**config.mk**
```make
export PLATFORM = sky130hd
export DESIGN_NAME = periph_subsys
export DESIGN_NICKNAME = d
export VERILOG_FILES = /design/src/source/periph_pkg.sv /design/src/source/periph_subsys.sv /design/src/source/uart_tx.sv /design/src/source/riscv_timer.sv /design/src/source/apb_interconnect.sv
export VERILOG_INCLUDE_DIRS = /design/src /design/src/source
export SDC_FILE = /design/constraint.sdc
export NUM_CORES = 1
export LEC_CHECK = 0
export ABC_AREA = 1
export BUFFER_PORTS_ARGS = -buffer_cell sky130_fd_sc_hd__buf_2
export CELL_PAD_IN_SITES_DETAIL_PLACEMENT = 1
export CELL_PAD_IN_SITES_GLOBAL_PLACEMENT = 1
export CORE_ASPECT_RATIO = 2
export CORE_MARGIN = 4
export CORE_UTILIZATION = 35
export CTS_CLUSTER_SIZE = 12
export DETAILED_ROUTE_END_ITERATION = 7
export GPL_TIMING_DRIVEN = 0
export MAX_ROUTING_LAYER = met4
export PLACE_DENSITY_LB_ADDON = 0.1
export REMOVE_ABC_BUFFERS = 1
export SLEW_MARGIN = 20
export SYNTH_ARGS = -nofsm -noshare
export SYNTH_HDL_FRONTEND = slang
export SYNTH_HIERARCHICAL = 1
export SYNTH_SLANG_ARGS = --single-unit
```
**constraint.sdc**
```tcl
create_clock -name clk -period 2.65 [get_ports clk]
set_input_delay 0.265 -clock clk [delete_from_list [all_inputs] [get_ports clk]]
set_output_delay 0.265 -clock clk [all_outputs]
set_load 0.02 [all_outputs]
```
**src/source/periph_cfg.svh**
```systemverilog
`ifndef PERIPH_CFG_SVH
`define PERIPH_CFG_SVH

// Clock rate, sets the microsecond tick of the timer
`define PERIPH_CLK_MHZ      12

// APB widths and address map
`define PERIPH_PADDR_W      16
`define PERIPH_DATA_W       32
`define PERIPH_OFFS_W       14
`define PERIPH_UNMAPPED_BIT 15
`define PERIPH_WIN_MASK     16'h4000
`define PERIPH_UART_BASE    16'h4000
`define PERIPH_TIMER_BASE   16'h0000

// Timer register offsets
`define TMR_CTRL            14'h0000
`define TMR_MTIME           14'h0008
`define TMR_MTIMEH          14'h000c
`define TMR_MTIMECMP        14'h0010
`define TMR_MTIMECMPH       14'h0014

// UART register offsets and divider limits
`define UART_CSR            14'h0000
`define UART_DIV            14'h0004
`define UART_TXDATA         14'h0008
`define PERIPH_UART_DIV_W   16
`define PERIPH_UART_DIV_RST 16
`define PERIPH_UART_DIV_MIN 2

`endif
```
**src/source/periph_pkg.sv**
```systemverilog
`default_nettype none

`include "periph_cfg.svh"

package periph_pkg;

	// Request half of the external APB port
	typedef struct packed {
		logic                        psel;
		logic                        penable;
		logic                        pwrite;
		logic [`PERIPH_PADDR_W-1:0]  paddr;
		logic [`PERIPH_DATA_W-1:0]   pwdata;
	} apb_req_t;

	typedef enum logic [1:0] {
		SEL_TIMER,
		SEL_UART,
		SEL_NONE
	} periph_sel_e;

	typedef enum logic [3:0] {
		REG_TMR_CTRL,
		REG_TMR_MTIME,
		REG_TMR_MTIMEH,
		REG_TMR_MTIMECMP,
		REG_TMR_MTIMECMPH,
		REG_UART_CSR,
		REG_UART_DIV,
		REG_UART_TXDATA,
		REG_INVALID
	} reg_id_e;

	// One-cycle register access, as seen by a peripheral
	typedef struct packed {
		logic                        wr_stb;
		logic                        rd_stb;
		reg_id_e                     id;
		logic [`PERIPH_DATA_W-1:0]   wdata;
	} reg_access_t;

	typedef struct packed {
		logic [`PERIPH_DATA_W-1:0]   rdata;
		logic                        err;
	} periph_rsp_t;

	typedef enum logic [1:0] {
		IDLE,
		START,
		DATA,
		STOP
	} uart_state_e;

endpackage

`default_nettype wire

```
**src/source/periph_subsys.sv**
```systemverilog
`timescale 1ns/1ps
`default_nettype none

`include "periph_cfg.svh"

module periph_subsys import periph_pkg::*; (
	input  logic                       clk,
	input  logic                       rst_n,
	input  apb_req_t                   apb,
	output logic [`PERIPH_DATA_W-1:0]  prdata,
	output logic                       pslverr,
	input  logic                       dbg_halt,
	output logic                       tx,
	output logic                       timer_irq
);

	reg_access_t tmr_acc;
	reg_access_t uart_acc;
	periph_rsp_t tmr_rsp;
	periph_rsp_t uart_rsp;

	// ---------------------------------------------------------
	// Bus decode and response select

	apb_interconnect interconnect_u (
		.clk      (clk),
		.rst_n    (rst_n),
		.apb      (apb),
		.prdata   (prdata),
		.pslverr  (pslverr),
		.tmr_acc  (tmr_acc),
		.uart_acc (uart_acc),
		.tmr_rsp  (tmr_rsp),
		.uart_rsp (uart_rsp)
	);

	// ---------------------------------------------------------
	// Peripherals

	riscv_timer timer_u (
		.clk       (clk),
		.rst_n     (rst_n),
		.acc       (tmr_acc),
		.rsp       (tmr_rsp),
		.dbg_halt  (dbg_halt),
		.timer_irq (timer_irq)
	);

	uart_tx uart_u (
		.clk   (clk),
		.rst_n (rst_n),
		.acc   (uart_acc),
		.rsp   (uart_rsp),
		.tx    (tx)
	);

endmodule

`default_nettype wire

```
**src/source/uart_tx.sv**
```systemverilog
`timescale 1ns/1ps
`default_nettype none

`include "periph_cfg.svh"

module uart_tx import periph_pkg::*; (
	input  logic        clk,
	input  logic        rst_n,
	input  reg_access_t acc,
	output periph_rsp_t rsp,
	output logic        tx
);

	localparam int DW = `PERIPH_UART_DIV_W;

	uart_state_e   state;
	logic [DW-1:0] div;
	logic [DW-1:0] div_ctr;
	logic [2:0]    bit_ctr;
	logic [7:0]    shift;
	logic          busy;
	logic          bit_end;
	logic          wr_div;
	logic          wr_txdata;

	assign busy      = (state != IDLE);
	assign bit_end   = (div_ctr == '0);
	assign wr_div    = acc.wr_stb & (acc.id == REG_UART_DIV);
	assign wr_txdata = acc.wr_stb & (acc.id == REG_UART_TXDATA);

	// Divider register, clamped at the low end
	always_ff @(posedge clk or negedge rst_n) begin
		if (!rst_n) begin
			div <= DW'(`PERIPH_UART_DIV_RST);
		end else if (wr_div) begin
			if (acc.wdata[DW-1:0] < DW'(`PERIPH_UART_DIV_MIN)) begin
				div <= DW'(`PERIPH_UART_DIV_MIN);
			end else begin
				div <= acc.wdata[DW-1:0];
			end
		end
	end

	// ---------------------------------------------------------
	// Transmit FSM, one start bit, 8 data bits LSB first, one stop bit

	always_ff @(posedge clk) begin
		if (wr_txdata && !busy) begin
			shift <= acc.wdata[7:0];
		end else if (bit_end && (state == START || state == DATA)) begin
			shift <= {1'b0, shift[7:1]};
		end
	end

	always_ff @(posedge clk or negedge rst_n) begin
		if (!rst_n) begin
			state   <= IDLE;
			div_ctr <= '0;
			bit_ctr <= '0;
			tx      <= 1'b1;
		end else begin
			if (busy) begin
				div_ctr <= bit_end ? div - 1'b1 : div_ctr - 1'b1;
			end
			case (state)
				IDLE: begin
					// Writes during a frame are dropped
					if (wr_txdata) begin
						state   <= START;
						div_ctr <= div - 1'b1;
						tx      <= 1'b0;
					end
				end
				START: begin
					if (bit_end) begin
						state   <= DATA;
						bit_ctr <= '0;
						tx      <= shift[0];
					end
				end
				DATA: begin
					if (bit_end) begin
						if (bit_ctr == 3'd7) begin
							state <= STOP;
							tx    <= 1'b1;
						end else begin
							bit_ctr <= bit_ctr + 1'b1;
							tx      <= shift[0];
						end
					end
				end
				STOP: begin
					if (bit_end) begin
						state <= IDLE;
					end
				end
				default: state <= IDLE;
			endcase
		end
	end

	// CSR is read-only
	always_comb begin
		rsp.rdata = '0;
		rsp.err   = acc.wr_stb & (acc.id == REG_UART_CSR);
		if (acc.rd_stb) begin
			case (acc.id)
				REG_UART_CSR: rsp.rdata = `PERIPH_DATA_W'(busy);
				REG_UART_DIV: rsp.rdata = `PERIPH_DATA_W'(div);
				default:      rsp.rdata = '0;
			endcase
		end
	end

endmodule

`default_nettype wire

```
**src/source/riscv_timer.sv**
```systemverilog
`timescale 1ns/1ps
`default_nettype none

`include "periph_cfg.svh"

module riscv_timer import periph_pkg::*; (
	input  logic        clk,
	input  logic        rst_n,
	input  reg_access_t acc,
	output periph_rsp_t rsp,
	input  logic        dbg_halt,
	output logic        timer_irq
);

	localparam int TICK_W = $clog2(`PERIPH_CLK_MHZ + 1);

	logic [TICK_W-1:0] tick_ctr;
	logic              tick;
	logic              count_en;
	logic              ctrl_en;
	logic [63:0]       mtime;
	logic [63:0]       mtimecmp;

	logic wr_ctrl;
	logic wr_mtime;
	logic wr_mtimeh;
	logic wr_mtimecmp;
	logic wr_mtimecmph;

	assign wr_ctrl      = acc.wr_stb & (acc.id == REG_TMR_CTRL);
	assign wr_mtime     = acc.wr_stb & (acc.id == REG_TMR_MTIME);
	assign wr_mtimeh    = acc.wr_stb & (acc.id == REG_TMR_MTIMEH);
	assign wr_mtimecmp  = acc.wr_stb & (acc.id == REG_TMR_MTIMECMP);
	assign wr_mtimecmph = acc.wr_stb & (acc.id == REG_TMR_MTIMECMPH);

	// ---------------------------------------------------------
	// Microsecond prescaler

	assign tick = (tick_ctr == '0);

	always_ff @(posedge clk or negedge rst_n) begin
		if (!rst_n) begin
			tick_ctr <= TICK_W'(`PERIPH_CLK_MHZ - 1);
		end else if (tick) begin
			tick_ctr <= TICK_W'(`PERIPH_CLK_MHZ - 1);
		end else begin
			tick_ctr <= tick_ctr - 1'b1;
		end
	end

	// Frozen while the hart is halted in debug
	assign count_en = tick & ctrl_en & ~dbg_halt;

	// ---------------------------------------------------------
	// Registers

	always_ff @(posedge clk or negedge rst_n) begin
		if (!rst_n) begin
			ctrl_en <= 1'b0;
		end else if (wr_ctrl) begin
			ctrl_en <= acc.wdata[0];
		end
	end

	// A software write beats a tick in the same cycle
	always_ff @(posedge clk or negedge rst_n) begin
		if (!rst_n) begin
			mtime <= '0;
		end else begin
			if (count_en) begin
				mtime <= mtime + 64'd1;
			end
			if (wr_mtime) begin
				mtime[31:0] <= acc.wdata;
			end
			if (wr_mtimeh) begin
				mtime[63:32] <= acc.wdata;
			end
		end
	end

	always_ff @(posedge clk or negedge rst_n) begin
		if (!rst_n) begin
			mtimecmp <= '1;
		end else begin
			if (wr_mtimecmp) begin
				mtimecmp[31:0] <= acc.wdata;
			end
			if (wr_mtimecmph) begin
				mtimecmp[63:32] <= acc.wdata;
			end
		end
	end

	always_ff @(posedge clk or negedge rst_n) begin
		if (!rst_n) begin
			timer_irq <= 1'b0;
		end else begin
			timer_irq <= (mtime >= mtimecmp);
		end
	end

	// ---------------------------------------------------------
	// Read data

	always_comb begin
		rsp.rdata = '0;
		rsp.err   = 1'b0;
		if (acc.rd_stb) begin
			case (acc.id)
				REG_TMR_CTRL:      rsp.rdata = `PERIPH_DATA_W'(ctrl_en);
				REG_TMR_MTIME:     rsp.rdata = mtime[31:0];
				REG_TMR_MTIMEH:    rsp.rdata = mtime[63:32];
				REG_TMR_MTIMECMP:  rsp.rdata = mtimecmp[31:0];
				REG_TMR_MTIMECMPH: rsp.rdata = mtimecmp[63:32];
				default:           rsp.rdata = '0;
			endcase
		end
	end

endmodule

`default_nettype wire

```
**src/source/apb_interconnect.sv**
```systemverilog
`timescale 1ns/1ps
`default_nettype none

`include "periph_cfg.svh"

module apb_interconnect import periph_pkg::*; (
	input  logic                       clk,
	input  logic                       rst_n,
	input  apb_req_t                   apb,
	output logic [`PERIPH_DATA_W-1:0]  prdata,
	output logic                       pslverr,
	output reg_access_t                tmr_acc,
	output reg_access_t                uart_acc,
	input  periph_rsp_t                tmr_rsp,
	input  periph_rsp_t                uart_rsp
);

	logic [`PERIPH_OFFS_W-1:0] offs;
	logic                      setup;
	logic                      access;
	logic                      hit;
	periph_sel_e               dec_sel;
	reg_id_e                   dec_reg;
	periph_sel_e               sel_q;
	reg_id_e                   reg_q;

	assign offs   = apb.paddr[`PERIPH_OFFS_W-1:0];
	assign setup  = apb.psel & ~apb.penable;
	assign access = apb.psel & apb.penable;
	assign hit    = access & (sel_q != SEL_NONE) & (reg_q != REG_INVALID);

	// ---------------------------------------------------------
	// Request path, address decode in the setup phase

	always_comb begin
		dec_sel = SEL_NONE;
		dec_reg = REG_INVALID;
		if (!apb.paddr[`PERIPH_UNMAPPED_BIT]) begin
			if ((apb.paddr & `PERIPH_WIN_MASK) == `PERIPH_UART_BASE) begin
				dec_sel = SEL_UART;
				case (offs)
					`UART_CSR:    dec_reg = REG_UART_CSR;
					`UART_DIV:    dec_reg = REG_UART_DIV;
					`UART_TXDATA: dec_reg = REG_UART_TXDATA;
					default:      dec_reg = REG_INVALID;
				endcase
			end else if ((apb.paddr & `PERIPH_WIN_MASK) == `PERIPH_TIMER_BASE) begin
				dec_sel = SEL_TIMER;
				case (offs)
					`TMR_CTRL:      dec_reg = REG_TMR_CTRL;
					`TMR_MTIME:     dec_reg = REG_TMR_MTIME;
					`TMR_MTIMEH:    dec_reg = REG_TMR_MTIMEH;
					`TMR_MTIMECMP:  dec_reg = REG_TMR_MTIMECMP;
					`TMR_MTIMECMPH: dec_reg = REG_TMR_MTIMECMPH;
					default:        dec_reg = REG_INVALID;
				endcase
			end
		end
	end

	always_ff @(posedge clk or negedge rst_n) begin
		if (!rst_n) begin
			sel_q <= SEL_NONE;
			reg_q <= REG_INVALID;
		end else if (setup) begin
			sel_q <= dec_sel;
			reg_q <= dec_reg;
		end
	end

	// Strobes only in the access phase, never for a bad address
	always_comb begin
		tmr_acc.wr_stb  = hit & apb.pwrite & (sel_q == SEL_TIMER);
		tmr_acc.rd_stb  = hit & ~apb.pwrite & (sel_q == SEL_TIMER);
		tmr_acc.id      = reg_q;
		tmr_acc.wdata   = apb.pwdata;
		uart_acc.wr_stb = hit & apb.pwrite & (sel_q == SEL_UART);
		uart_acc.rd_stb = hit & ~apb.pwrite & (sel_q == SEL_UART);
		uart_acc.id     = reg_q;
		uart_acc.wdata  = apb.pwdata;
	end

	// ---------------------------------------------------------
	// Response path

	always_comb begin
		prdata  = '0;
		pslverr = 1'b0;
		if (access) begin
			if (!hit) begin
				pslverr = 1'b1;
			end else if (sel_q == SEL_TIMER) begin
				prdata  = tmr_rsp.rdata;
				pslverr = tmr_rsp.err;
			end else begin
				prdata  = uart_rsp.rdata;
				pslverr = uart_rsp.err;
			end
		end
	end

endmodule

`default_nettype wire

```
Yosys cells after proc, flatten, opt, wreduce, memory -nomap -nowiden
Index checks and enable logic that the tools add are counted.
{"block": "word_totals", "regBits": 186, "output_inout_bits": 35, "wordCells": 134}
{"block": "op_classes", "add_sub_neg": 5, "n_lt_le_gt_ge": 2, "n_eq_ne": 25, "n_mux": 44, "bitwise_logic": 23, "n_reduce_logical": 20}
{"op": "two-way mux 32 bit", "count": 7}
{"op": "case mux 32 bit (5 select lines)", "count": 1}
{"op": "two-way mux 16 bit", "count": 5}
{"op": "adder 64 x 1 -> 64 bit (second input constant)", "count": 1}
{"op": ">= comparator 64 bit", "count": 1}
{"op": "two-way mux 64 bit", "count": 1}
{"op": "zero test 16 bit", "count": 2}
{"op": "case mux 16 bit (2 select lines)", "count": 1}
{"op": "subtractor 16 x 1 -> 16 bit (second input constant)", "count": 2}
{"op": "== test 14 x 4 -> 1 bit (second input constant)", "count": 2}
{"op": "== test 14 x 5 -> 1 bit (second input constant)", "count": 2}
{"op": "AND 1 bit", "count": 20}
{"op": "case mux 4 bit (5 select lines)", "count": 1}
{"op": "== test 4 x 3 -> 1 bit (second input constant)", "count": 4}
{"op": "less-than comparator 16 x 2 -> 1 bit (second input constant)", "count": 1}
{"op": "two-way mux 2 bit", "count": 8}
{"op": "two-way mux 4 bit", "count": 4}
{"op": "two-way mux 8 bit", "count": 2}
{"op": "== test 14 x 3 -> 1 bit (second input constant)", "count": 1}
{"op": "zero test 14 bit", "count": 1}
{"op": "case mux 4 bit (3 select lines)", "count": 1}
{"op": "nonzero test 2 bit", "count": 5}
{"op": "two-way mux 3 bit", "count": 3}
{"op": "== test 4 x 2 -> 1 bit (second input constant)", "count": 2}
{"op": "other kinds (22)", "count": 41}

Logic depth before layout (Yosys ltp)
Gate-level depths: netlist (run 1).
{"block": "depth", "depth_word": 9, "ltp_mapped": 15, "depth_no_buf": 15}

By module
The synthesis (run 1) kept the hierarchy.
{"mod": "riscv_timer", "n_inst": 1, "cells_per_inst": 1412, "area_per_inst_um2": 9992.1, "seq_area_each_um2": 3437.0}
{"mod": "uart_tx", "n_inst": 1, "cells_per_inst": 448, "area_per_inst_um2": 3193.1, "seq_area_each_um2": 1193.6}
{"mod": "apb_interconnect", "n_inst": 1, "cells_per_inst": 257, "area_per_inst_um2": 1617.8, "seq_area_each_um2": 152.6}

Worst setup path after synthesis (run 1)
OpenSTA, ideal clock, no wires.
{"block": "synth_timing", "path_kind": "flip-flop to flip-flop", "startpoint": "register interconnect_u.reg_q[1]", "endpoint": "register uart_u.shift[0], enable pin", "arrival_ns": 1.963, "setup_slack_ns": 0.359, "path_stages_with_launch": 10, "path_buffers": 1, "cell_sequence": "dfrtp_1 nor2_1 nand3b_1 nand2_4 nor4_1 nand2_1 nor3_1 nand2_1 buf_2 nand2_1"}
{"element": "from (decl)", "line": "apb_interconnect.sv:25", "rtl": "reg_id_e reg_q;"}
{"element": "from (signal assigned)", "line": "apb_interconnect.sv:67", "rtl": "reg_q <= dec_reg;"}
{"element": "to (signal assigned)", "line": "uart_tx.sv:49", "rtl": "shift <= acc.wdata[7:0];"}
{"element": "to (signal assigned)", "line": "uart_tx.sv:51", "rtl": "shift <= {1'b0, shift[7:1]};"}
{"element": "to (decl)", "line": "uart_tx.sv:20", "rtl": "logic [7:0] shift;"}

==> results of run 1 <==
## power by group
part / total, mW / switching, mW / internal (mW) / leakage [nW]
combinational: 1.07 / 0.718 / 0.352 / 5.16
sequential: 3.06 / 0.136 / 2.93 / 2.03
clock: 2.63 / 1.38 / 1.25 / 0.274
total: 6.76 / 2.23 / 4.53 / 7.46
## routing by layer
metal | vias up | track usage | share of wire
li1 | 6828 | - | -
met1 | 7103 | 0.242 | 0.32
met2 | 342 | 0.541 | 0.55
met3 | 218 | 0.0290 | 0.026
met4 | 0 | 0.214 | 0.10
met5 | - | - | 0
## metrics by stage
| stage | power (mW) | instance area [sq um] | utilization | TNS (ns) |
|---|---|---|---|---|
| 2_1_floorplan | 3.51 | 13900 | - | -22.34 |
| 3_3_place_gp | 3.91 | 15000 | 0.364 | -650.20 |
| 6_report | 6.76 | 17200 | 0.417 | -0.303 |
| 4_1_cts | 6.75 | 16500 | 0.400 | -0.387 |
| 3_5_place_dp | 3.95 | 15300 | 0.371 | -240.39 |
| 5_1_grt | 7.06 | 17200 | 0.417 | -3.62 |
## what timing repair did
action / 4_1_cts / 5_1_grt
cloned: 5 / 5
hold buffers: 1 / 0
pin swaps: 23 / 22
setup endpoints to repair: 213 / 91
hold endpoints to repair: 94 / 0
gates resized for setup: 89 / 83
buffers inserted: 27 / 18
## cell type report
class                           instances  area (sq um)
Clock buffer                           18           429
Clock inverter                         14           131
Fill cell                            5171         24000
Inverter                              271          1080
Multi-Input combinational cell       1534          8790
Sequential cell                       186          4790
Tap cell                              535           669
Timing Repair Buffer                  148          1290
Timing Repair inverter                  3          36.3
## registers in the layout, summed over array words and instances, names as in the netlist, 2 cells and up
| register | flops |
|---|---|
| timer_u/mtimecmp | 64 |
| uart_u/state | 2 |
| timer_u/tick_ctr | 4 |
| uart_u/shift | 8 |
| timer_u/mtime | 64 |
| interconnect_u/sel_q | 2 |
| uart_u/bit_ctr | 3 |
| uart_u/div | 16 |
| interconnect_u/reg_q | 4 |
| uart_u/div_ctr | 16 |
## worst register-to-register path, stage by stage (launching register included)
cell and delay [ns]:
dfrtp_2 0.48, nand3b_1 0.28, nand2_8 0.12, nor4_4 0.24
nand2_1 0.17, o21ai_2 0.71, nand2_2 0.28, nor2_1 0.19
nor2_1 0.06
## worst max-delay path by stage
stage / from / to / slack [ns] / cells past startpoint
after floorplan: interconnect_u/sel_q[1] / timer_u/mtimecmp[32] / -0.53 / 5
after global placement: interconnect_u/sel_q[1] / timer_u/mtime[46] / -3.29 / 10
after detailed placement: interconnect_u/sel_q[0] / timer_u/mtime[11] / -2.26 / 8
after CTS: interconnect_u/reg_q[1] / prdata[8] / -0.06 / 8
after global routing: interconnect_u/reg_q[2] / prdata[0] / -0.18 / 11
final: interconnect_u/reg_q[2] / prdata[0] / -0.07 / 11
## placed cells by master (no fill, tap or decap), drive strengths merged, types with 61 or more instances in the layout
cell	count
nand2	628
o22ai	61
dfstp	71
dfrtp	107
inv	278
o21ai	121
buf	145
a21oi	71
ha	75
nor2	266
nand3	97
==> flow_metrics.py, run 1 <==
metrics = {
    "floorplanning": {
        "core_area_sq_um": 41300,
        "dieArea_sq_um": 45500,
        "io_pins": 89,
        "rows": 105,
        "die_w_um": 153,
        "die_height_um": 298,
        "initial_core_util": 0.356,
    },
    "timing": {
        "rsz0062_at_grt": "true",
        "fin_crit_sh": 1.03,
        "timing.final.crit_period_ns": 2.72,
        "tightest_slew_ns": 0.860,
        "finalHoldViolCount": 0,
        "slew_violations": 0,
        "fin_skew_ns": 0.0181,
        "max_freq_mhz": 368,
        "setup_viol": 13,
        "setup_slack_ns": -0.0694,
        "relSlewSlack": 0.427,
        "holdWs_ns": 0.0579,
    },
    "global_route": {
        "grt_pass1_vias": 15600,
        "grt_pass1_wl_um": 93700,
        "grt_overflow": 0,
        "grt_start_max_net_pins": 89,
        "antenna_found_initial": 0,
        "grt_util_all_layers": 0.281,
    },
    "cells_and_area": {
        "drive_gt1_frac": 0.206,
        "antenna_cells": 0,
        "fin_nets": 2290,
        "layout.cells.non_filler": 2709,
        "syn2layout_area_growth_pct": 17.3,
    },
    "power": {
        "ir_drop_uv": 441,
        "p_per_area_nw_per_um2": 392,
        "leakagePower_nw": 7.46,
    },
    "worst_setup_path": {
        "rrSetupSlack_ns": 0.04,
        "timing.critical_path.cells": "inv_1 > nand2_4 > nor3_4 > buf_6 > nand2_1 > o21ai_0 > nor2_1 > a21oi_2 > nand2_1 > a21oi_2 > buf_6",
        "cp.arrival_ns": 2.45,
        "critical_path.max_stage_delay_ns": 0.49,
        "path_delay_family": "simple AND/OR/NAND/NOR gates",
        "required_ns": 2.38,
        "worstPathMaxFanout": 6,
        "cp_slowest_cell": "dfrtp_2",
        "crit_buf_inv": 3,
        "reg2reg_to": "uart_u/div_ctr[2]",
        "end_kind": "output port",
        "reg2reg_depth": 8,
        "crit_type": "reg2out",
        "startpoint_type": "register",
        "r2r-start": "interconnect_u/reg_q[2]",
    },
    "hold_path": {
        "min_path_type": "in2reg",
        "worstHoldEndpoint": "uart_u/div[13]",
        "worstHoldStart": "apb[13]",
        "hold_depth": 3,
    },
    "place": {
        "portBuffers": 88,
        "gp_congestion": 0.937,
        "dpl.hpwl_um": 46700,
        "pre_cts_ws_ns": -2.26,
        "placedCellCount": 2621,
    },
    "clock_tree": {
        "h-tree-depth": 4,
        "clk_latency_ns": 0.47,
        "numCtsBuffers": 17,
        "cts_buffer_depth": 2,
        "cts_sinks": 186,
        "root_buffer": "clkbuf_16",
        "clkTransAtPathRegs_ns": 0.09,
        "cts_tree": "yes",
    },
    "routing": {
        "drt-initial-drc-count": 626,
        "num_vias": 14500,
        "firstDrtPassIters": 5,
        "post-route-drc-count": 0,
        "viasPerCell": 5.35,
        "drtAntennaViolNets": 0,
        "drt-total-wl_um": 65100,
        "wl_per_cell_um": 24.0,
    },
    "status": {
        "violations": "setup timing",
        "outcome": "finished with violations",
    },
    "synthesis": {
        "syn_area_per_cell_sq_um": 6.99,
        "yosysWarningCount": 6,
        "synthesis.instances": 2101,
        "netlist_area_sq_um": 14700,
    },
    "flow_run": {
        "drv_cap": 0,
    },
}
Note: power is estimated with default switching activity, not from simulation.
==> run 2: changes to the inputs <==
Settings changed: CORE_UTILIZATION 35 to 40.
==> run 2 against run 1 <==
The flow still finishes with violations (setup timing). Worst setup slack lost 0.049 ns. Non-clock buffer count shrank 13. Final area shrank 2.0%.
==> flow_metrics.py, run 2 (synthesis gave the netlist of run 1 again) <==
metrics = {
    "cells_and_area": {
        "syn2layout_area_growth_pct": 14.9,
        "fin_nets": 2275,
        "final_common_cell": "nand2_1",
        "drive_gt1_frac": 0.199,
        "antenna_cells": 0,
        "final_cell_mix": "nand2_1 (591), inv_1 (255), nor2_1 (207)",
        "reg_top3": "timer_u/mtime x64, timer_u/mtimecmp x64",
        "fin_util": 0.463,
        "fill_cells": 4600,
        "layout.cells.non_filler": 2613,
    },
    "timing": {
        "setup_viol": 18,
        "fin_skew_ns": 0.0143,
        "relSlewSlack": 0.477,
        "max_freq_mhz": 361,
        "rsz0062_at_grt": "true",
        "finalHoldViolCount": 0,
        "slew_violations": 0,
        "setup_slack_ns": -0.119,
        "tightest_slew_ns": 0.778,
        "fin_crit_sh": 1.04,
        "timing.final.crit_period_ns": 2.77,
    },
    "routing": {
        "drt-initial-drc-count": 602,
        "firstDrtPassIters": 6,
        "viasPerCell": 5.57,
        "drtAntennaViolNets": 0,
        "drt-total-wl_um": 61600,
        "post-route-drc-count": 0,
        "num_vias": 14500,
        "wl_per_cell_um": 23.6,
    },
    "worst_setup_path": {
        "path_delay_family": "simple AND/OR/NAND/NOR gates",
        "end_kind": "output port",
        "reg2reg_depth": 8,
        "crit_buf_inv": 2,
        "critical_path.max_stage_delay_ns": 0.41,
        "timing.critical_path.cells": "nor2_1 > nand3b_1 > nand2_8 > nor4_2 > inv_1 > nor2_1 > nand2_1 > a21oi_1 > buf_2",
        "cp_slowest_cell": "dfrtp_2",
        "path_common_cell": "nor2_1",
        "cp.arrival_ns": 2.50,
        "crit_start": "interconnect_u/reg_q[0]",
        "required_ns": 2.38,
        "rrSetupSlack_ns": -0.01,
        "crit_type": "reg2out",
        "worstPathMaxFanout": 6,
        "reg2reg_to": "uart_u/shift[5]",
        "r2r-start": "interconnect_u/reg_q[0]",
        "startpoint_type": "register",
    },
    "floorplanning": {
        "die_w_um": 143,
        "io_pins": 89,
        "core_area_sq_um": 36400,
        "initial_core_util": 0.403,
        "die_height_um": 279,
        "rows": 99,
        "dieArea_sq_um": 40000,
    },
    "power": {
        "ir_drop_uv": 449,
        "leakagePower_nw": 7.34,
        "p_per_area_nw_per_um2": 404,
    },
    "hold_path": {
        "min_path_type": "in2reg",
        "hold_depth": 3,
        "worstHoldEndpoint": "uart_u/div[9]",
        "worstHoldStart": "apb[9]",
    },
    "place": {
        "gp_congestion": 0.975,
        "placedCellCount": 2540,
        "portBuffers": 88,
        "dpl.hpwl_um": 45800,
    },
    "global_route": {
        "grt_pass1_vias": 15400,
        "grtUsageMet1": 0.275,
        "grt_busiest_layer": "met2",
        "use_met3": 0.0356,
        "grt_overflow": 0,
        "grt_util_all_layers": 0.314,
        "grt_start_max_net_pins": 82,
        "grt_pass1_wl_um": 90800,
        "met2_usage": 0.588,
        "antenna_found_initial": 0,
    },
    "clock_tree": {
        "cts_buffer_depth": 2,
        "root_buffer": "clkbuf_16",
        "clk_latency_ns": 0.47,
        "clkTransAtPathRegs_ns": 0.08,
        "cts_tree": "yes",
        "cts_sinks": 186,
        "numCtsBuffers": 17,
        "h-tree-depth": 4,
    },
    "status": {
        "outcome": "finished with violations",
        "violations": "setup timing",
    },
    "flow_run": {
        "drv_cap": 0,
    },
}
[run 2: repair_timing]
| item | in CTS | in global routing |
|---|---|---|
| setup endpoints to repair | 214 | 114 |
| hold buffers | 1 | 0 |
| buffers inserted | 27 | 7 |
| gates resized for setup | 87 | 79 |
| gates cloned | 5 | 1 |
| pin swaps | 12 | 20 |
| hold endpoints to repair | 29 | 0 |
[run 2: cell type report]
cell class,count,area [sq um],area share
Clock buffer,18,450,0.0267
Clock inverter,14,148,0.00875
Inverter,271,1070,0.0632
Multi-Input combinational cell,1533,8660,0.513
Sequential cell,186,4790,0.284
Tap cell,454,568,0.0337
Timing Repair Buffer,135,1160,0.0689
Timing Repair inverter,2,25.0,0.00148
[run 2: worst max-delay path by stage]
| stage | cells past startpoint | to |
|---|---|---|
| final | 9 | pslverr |
| after global routing | 9 | pslverr |
| after CTS | 8 | prdata[18] |
| after detailed placement | 8 | timer_u/mtime[11] |
| after global placement | 10 | timer_u/mtime[41] |
| after floorplan | 5 | timer_u/mtimecmp[32] |
[run 2: worst register-to-register path, stage by stage (launching register included)]
cell	delay [ns]
dfrtp_2	0.41
nor2_1	0.07
nand3b_1	0.25
nand2_8	0.12
nor4_2	0.39
nand2_1	0.22
nor3_2	0.31
nand2_2	0.27
nand2_2	0.29
[run 2: per-layer routing]
metal,vias up,part of all wire,wire (um)
met1,7117,0.32,19600
met5,-,0,0
li1,6806,-,-
met4,0,0.096,5930
met2,393,0.56,34200
met3,232,0.030,1830
[run 2: stage by stage]
stage / power [mW] / TNS (ns) / hold slack (ns) / setup WS, ns / instance area, sq um
after CTS: 6.84 / -0.0230 / 0.0379 / -0.0189 / 16500
after detailed placement: 3.93 / -216.97 / 0.145 / -2.26 / 15200
after floorplan: 3.51 / -22.34 / -0.0306 / -0.529 / 13900
final: 6.81 / -1.19 / 0.0540 / -0.119 / 16900
after global routing: 7.09 / -4.92 / 0.0610 / -0.247 / 16900
after global placement: 3.89 / -633.22 / 0.449 / -3.29 / 14900
[run 2: where the power goes]
part	switching [mW]	leakage, nW	internal (mW)
combinational	0.683	5.02	0.319
clock	1.37	0.290	1.39
sequential	0.122	2.03	2.93
total	2.18	7.34	4.64
==> run 3: changes to the inputs <==
Settings changed: ABC_AREA 1 to default, CAP_MARGIN from default to 20, CORE_UTILIZATION 40 to 48.
==> run 3 against run 2 <==
The flow still finishes with violations (setup timing). Clock skew increased by 0.0060 ns. Sequential power decreased by 6%. Clock-buffer cell count decreased by 1. Wire length decreased by 14%. Synthesized cell count decreased by 29%. Critical path type unchanged. Critical endpoint is now prdata[3]. Largest power group is now clock. Highest routed layer unchanged.
==> flow_metrics.py, run 3 <==
metrics = {
    "routing": {
        "drtAntennaViolNets": 0,
        "wl_met2_um": 28100,
        "drt-met1-wl_um": 17800,
        "drt-initial-drc-count": 945,
        "wl_per_cell_um": 27.2,
        "met3WireLength_um": 2240,
        "firstDrtPassIters": 7,
        "viasPerCell": 6.35,
        "top_layer_used": "met4",
        "drt-total-wl_um": 52900,
        "post-route-drc-count": 0,
        "num_vias": 12300,
    },
    "timing": {
        "setup_viol": 47,
        "finalHoldViolCount": 0,
        "holdWs_ns": 0.0510,
        "tns_ns": -9.34,
        "fin_crit_sh": 1.14,
        "slew_violations": 0,
        "relSlewSlack": 0.548,
        "rsz0062_at_grt": "true",
        "setup_slack_ns": -0.384,
        "timing.final.crit_period_ns": 3.03,
        "fin_skew_ns": 0.0204,
        "tightest_slew_ns": 0.672,
        "max_freq_mhz": 330,
    },
    "floorplanning": {
        "die_height_um": 244,
        "io_pins": 89,
        "dieArea_sq_um": 30700,
        "die_w_um": 126,
        "initial_core_util": 0.486,
        "rows": 86,
        "core_area_sq_um": 27400,
    },
    "cells_and_area": {
        "drive_gt1_frac": 0.333,
        "syn2layout_area_growth_pct": 19.7,
        "reg_top3": "timer_u/mtime x64, timer_u/mtimecmp x64",
        "final_cell_mix": "nand2_1 (219), dfrtp_1 (102), o21ai_0 (95)",
        "final_common_cell": "nand2_1",
        "antenna_cells": 0,
        "fin_util": 0.581,
        "layout.cells.non_filler": 1945,
        "fin_nets": 1709,
    },
    "clock_tree": {
        "cts_sinks": 186,
        "cts_buffer_depth": 2,
        "numCtsBuffers": 17,
        "root_buffer": "clkbuf_16",
        "clk_latency_ns": 0.47,
        "cts_tree": "yes",
        "clkTransAtPathRegs_ns": 0.07,
        "h-tree-depth": 4,
    },
    "power": {
        "ir_drop_uv": 464,
        "p_per_area_nw_per_um2": 384,
        "fin_total_pwr_mw": 6.12,
        "leakagePower_nw": 6.82,
    },
    "worst_setup_path": {
        "cp_slowest_cell": "dfrtp_2",
        "end_kind": "output port",
        "required_ns": 2.38,
        "timing.critical_path.cells": "nor4b_4 > a21oi_4 > nand3_4 > nor4_4 > nand2_2 > nor3_4 > buf_12 > and2_4 > nand2_1 > a21oi_2 > buf_6",
        "crit_type": "reg2out",
        "cp.arrival_ns": 2.77,
        "critical_path.max_stage_delay_ns": 0.50,
        "worstPathMaxFanout": 14,
        "startpoint_type": "register",
    },
    "global_route": {
        "grt_overflow": 0,
        "grt_util_all_layers": 0.334,
        "grt_pass1_vias": 13000,
        "grt_start_max_net_pins": 68,
        "antenna_found_initial": 0,
        "grt_pass1_wl_um": 76500,
    },
    "flow_run": {
        "drv_cap": 0,
    },
    "status": {
        "outcome": "finished with violations",
        "violations": "setup timing",
    },
    "place": {
        "portBuffers": 88,
        "dpl.hpwl_um": 32800,
        "placedCellCount": 1831,
        "gp_congestion": 0.930,
    },
    "synthesis": {
        "synthesis.instances": 1495,
        "yosysWarningCount": 6,
        "syn_area_per_cell_sq_um": 8.91,
        "netlist_area_sq_um": 13300,
    },
    "hold_path": {
        "min_path_type": "in2reg",
    },
}
==> run 3: stage by stage <==
step                      instance area, sq um  setup slack [ns]
after global placement                   13400             -9.25
after detailed placement                 13800             -1.42
after global routing                     16000            -0.385
after floorplan                          12500             -3.19
final                                    16000            -0.384
after CTS                                15400            -0.214
==> run 3: cell type report <==
cell class	instances	area [sq um]
Clock buffer	17	425
Clock inverter	15	213
Fill cell	3159	11500
Inverter	90	338
Multi-Input combinational cell	1097	7990
Sequential cell	186	4790
Tap cell	352	440
Timing Repair Buffer	188	1750
==> run 3: worst max-delay path, delay by kind of cell, from the launching register on <==
family	cells	cell delay, ns
compound gates	2	0.40
buf+inv	2	0.33
flops	1	0.50
simple gates	7	1.07
==> run 3: what timing repair did <==
item,in CTS,in global routing
buffers inserted,49,23
setup endpoints to repair,214,158
hold buffers,1,0
pin swaps,47,65
cloned,8,2
gates resized for setup,135,82
endpoints found under the hold margin,27,0
==> run 3: power breakdown <==
part | total [mW] | internal, mW | switching, mW
Sequential | 2.87 | 2.86 | 0.0118
Clock | 2.89 | 1.60 | 1.29
Combinational | 0.354 | 0.0950 | 0.259
==> run 3: worst paths after layout <==
check | start | end | slack (ns) | cells past startpoint
worst min register to register | timer_u/tick_ctr[0] | timer_u/tick_ctr[0] | 0.49 | 1
max in group asynchronous | rst_n | timer_u/mtimecmp[28] | 1.22 | 4
worst max-delay path | interconnect_u/reg_q[2] | prdata[3] | -0.38 | 11
worst max register to register | interconnect_u/reg_q[2] | uart_u/shift[1] | -0.09 | 12
min in group asynchronous | rst_n | uart_u/bit_ctr[0] | 0.30 | 2
worst min-delay path | apb[25] | timer_u/mtimecmp[25] | 0.05 | 3
==> run 3: metal layers <==
metal / up-vias / global-route usage
met5: - / -
met4: 0 / 0.231
met3: 230 / 0.0412
met2: 483 / 0.609
met1: 6226 / 0.323
li1: 5406 / -
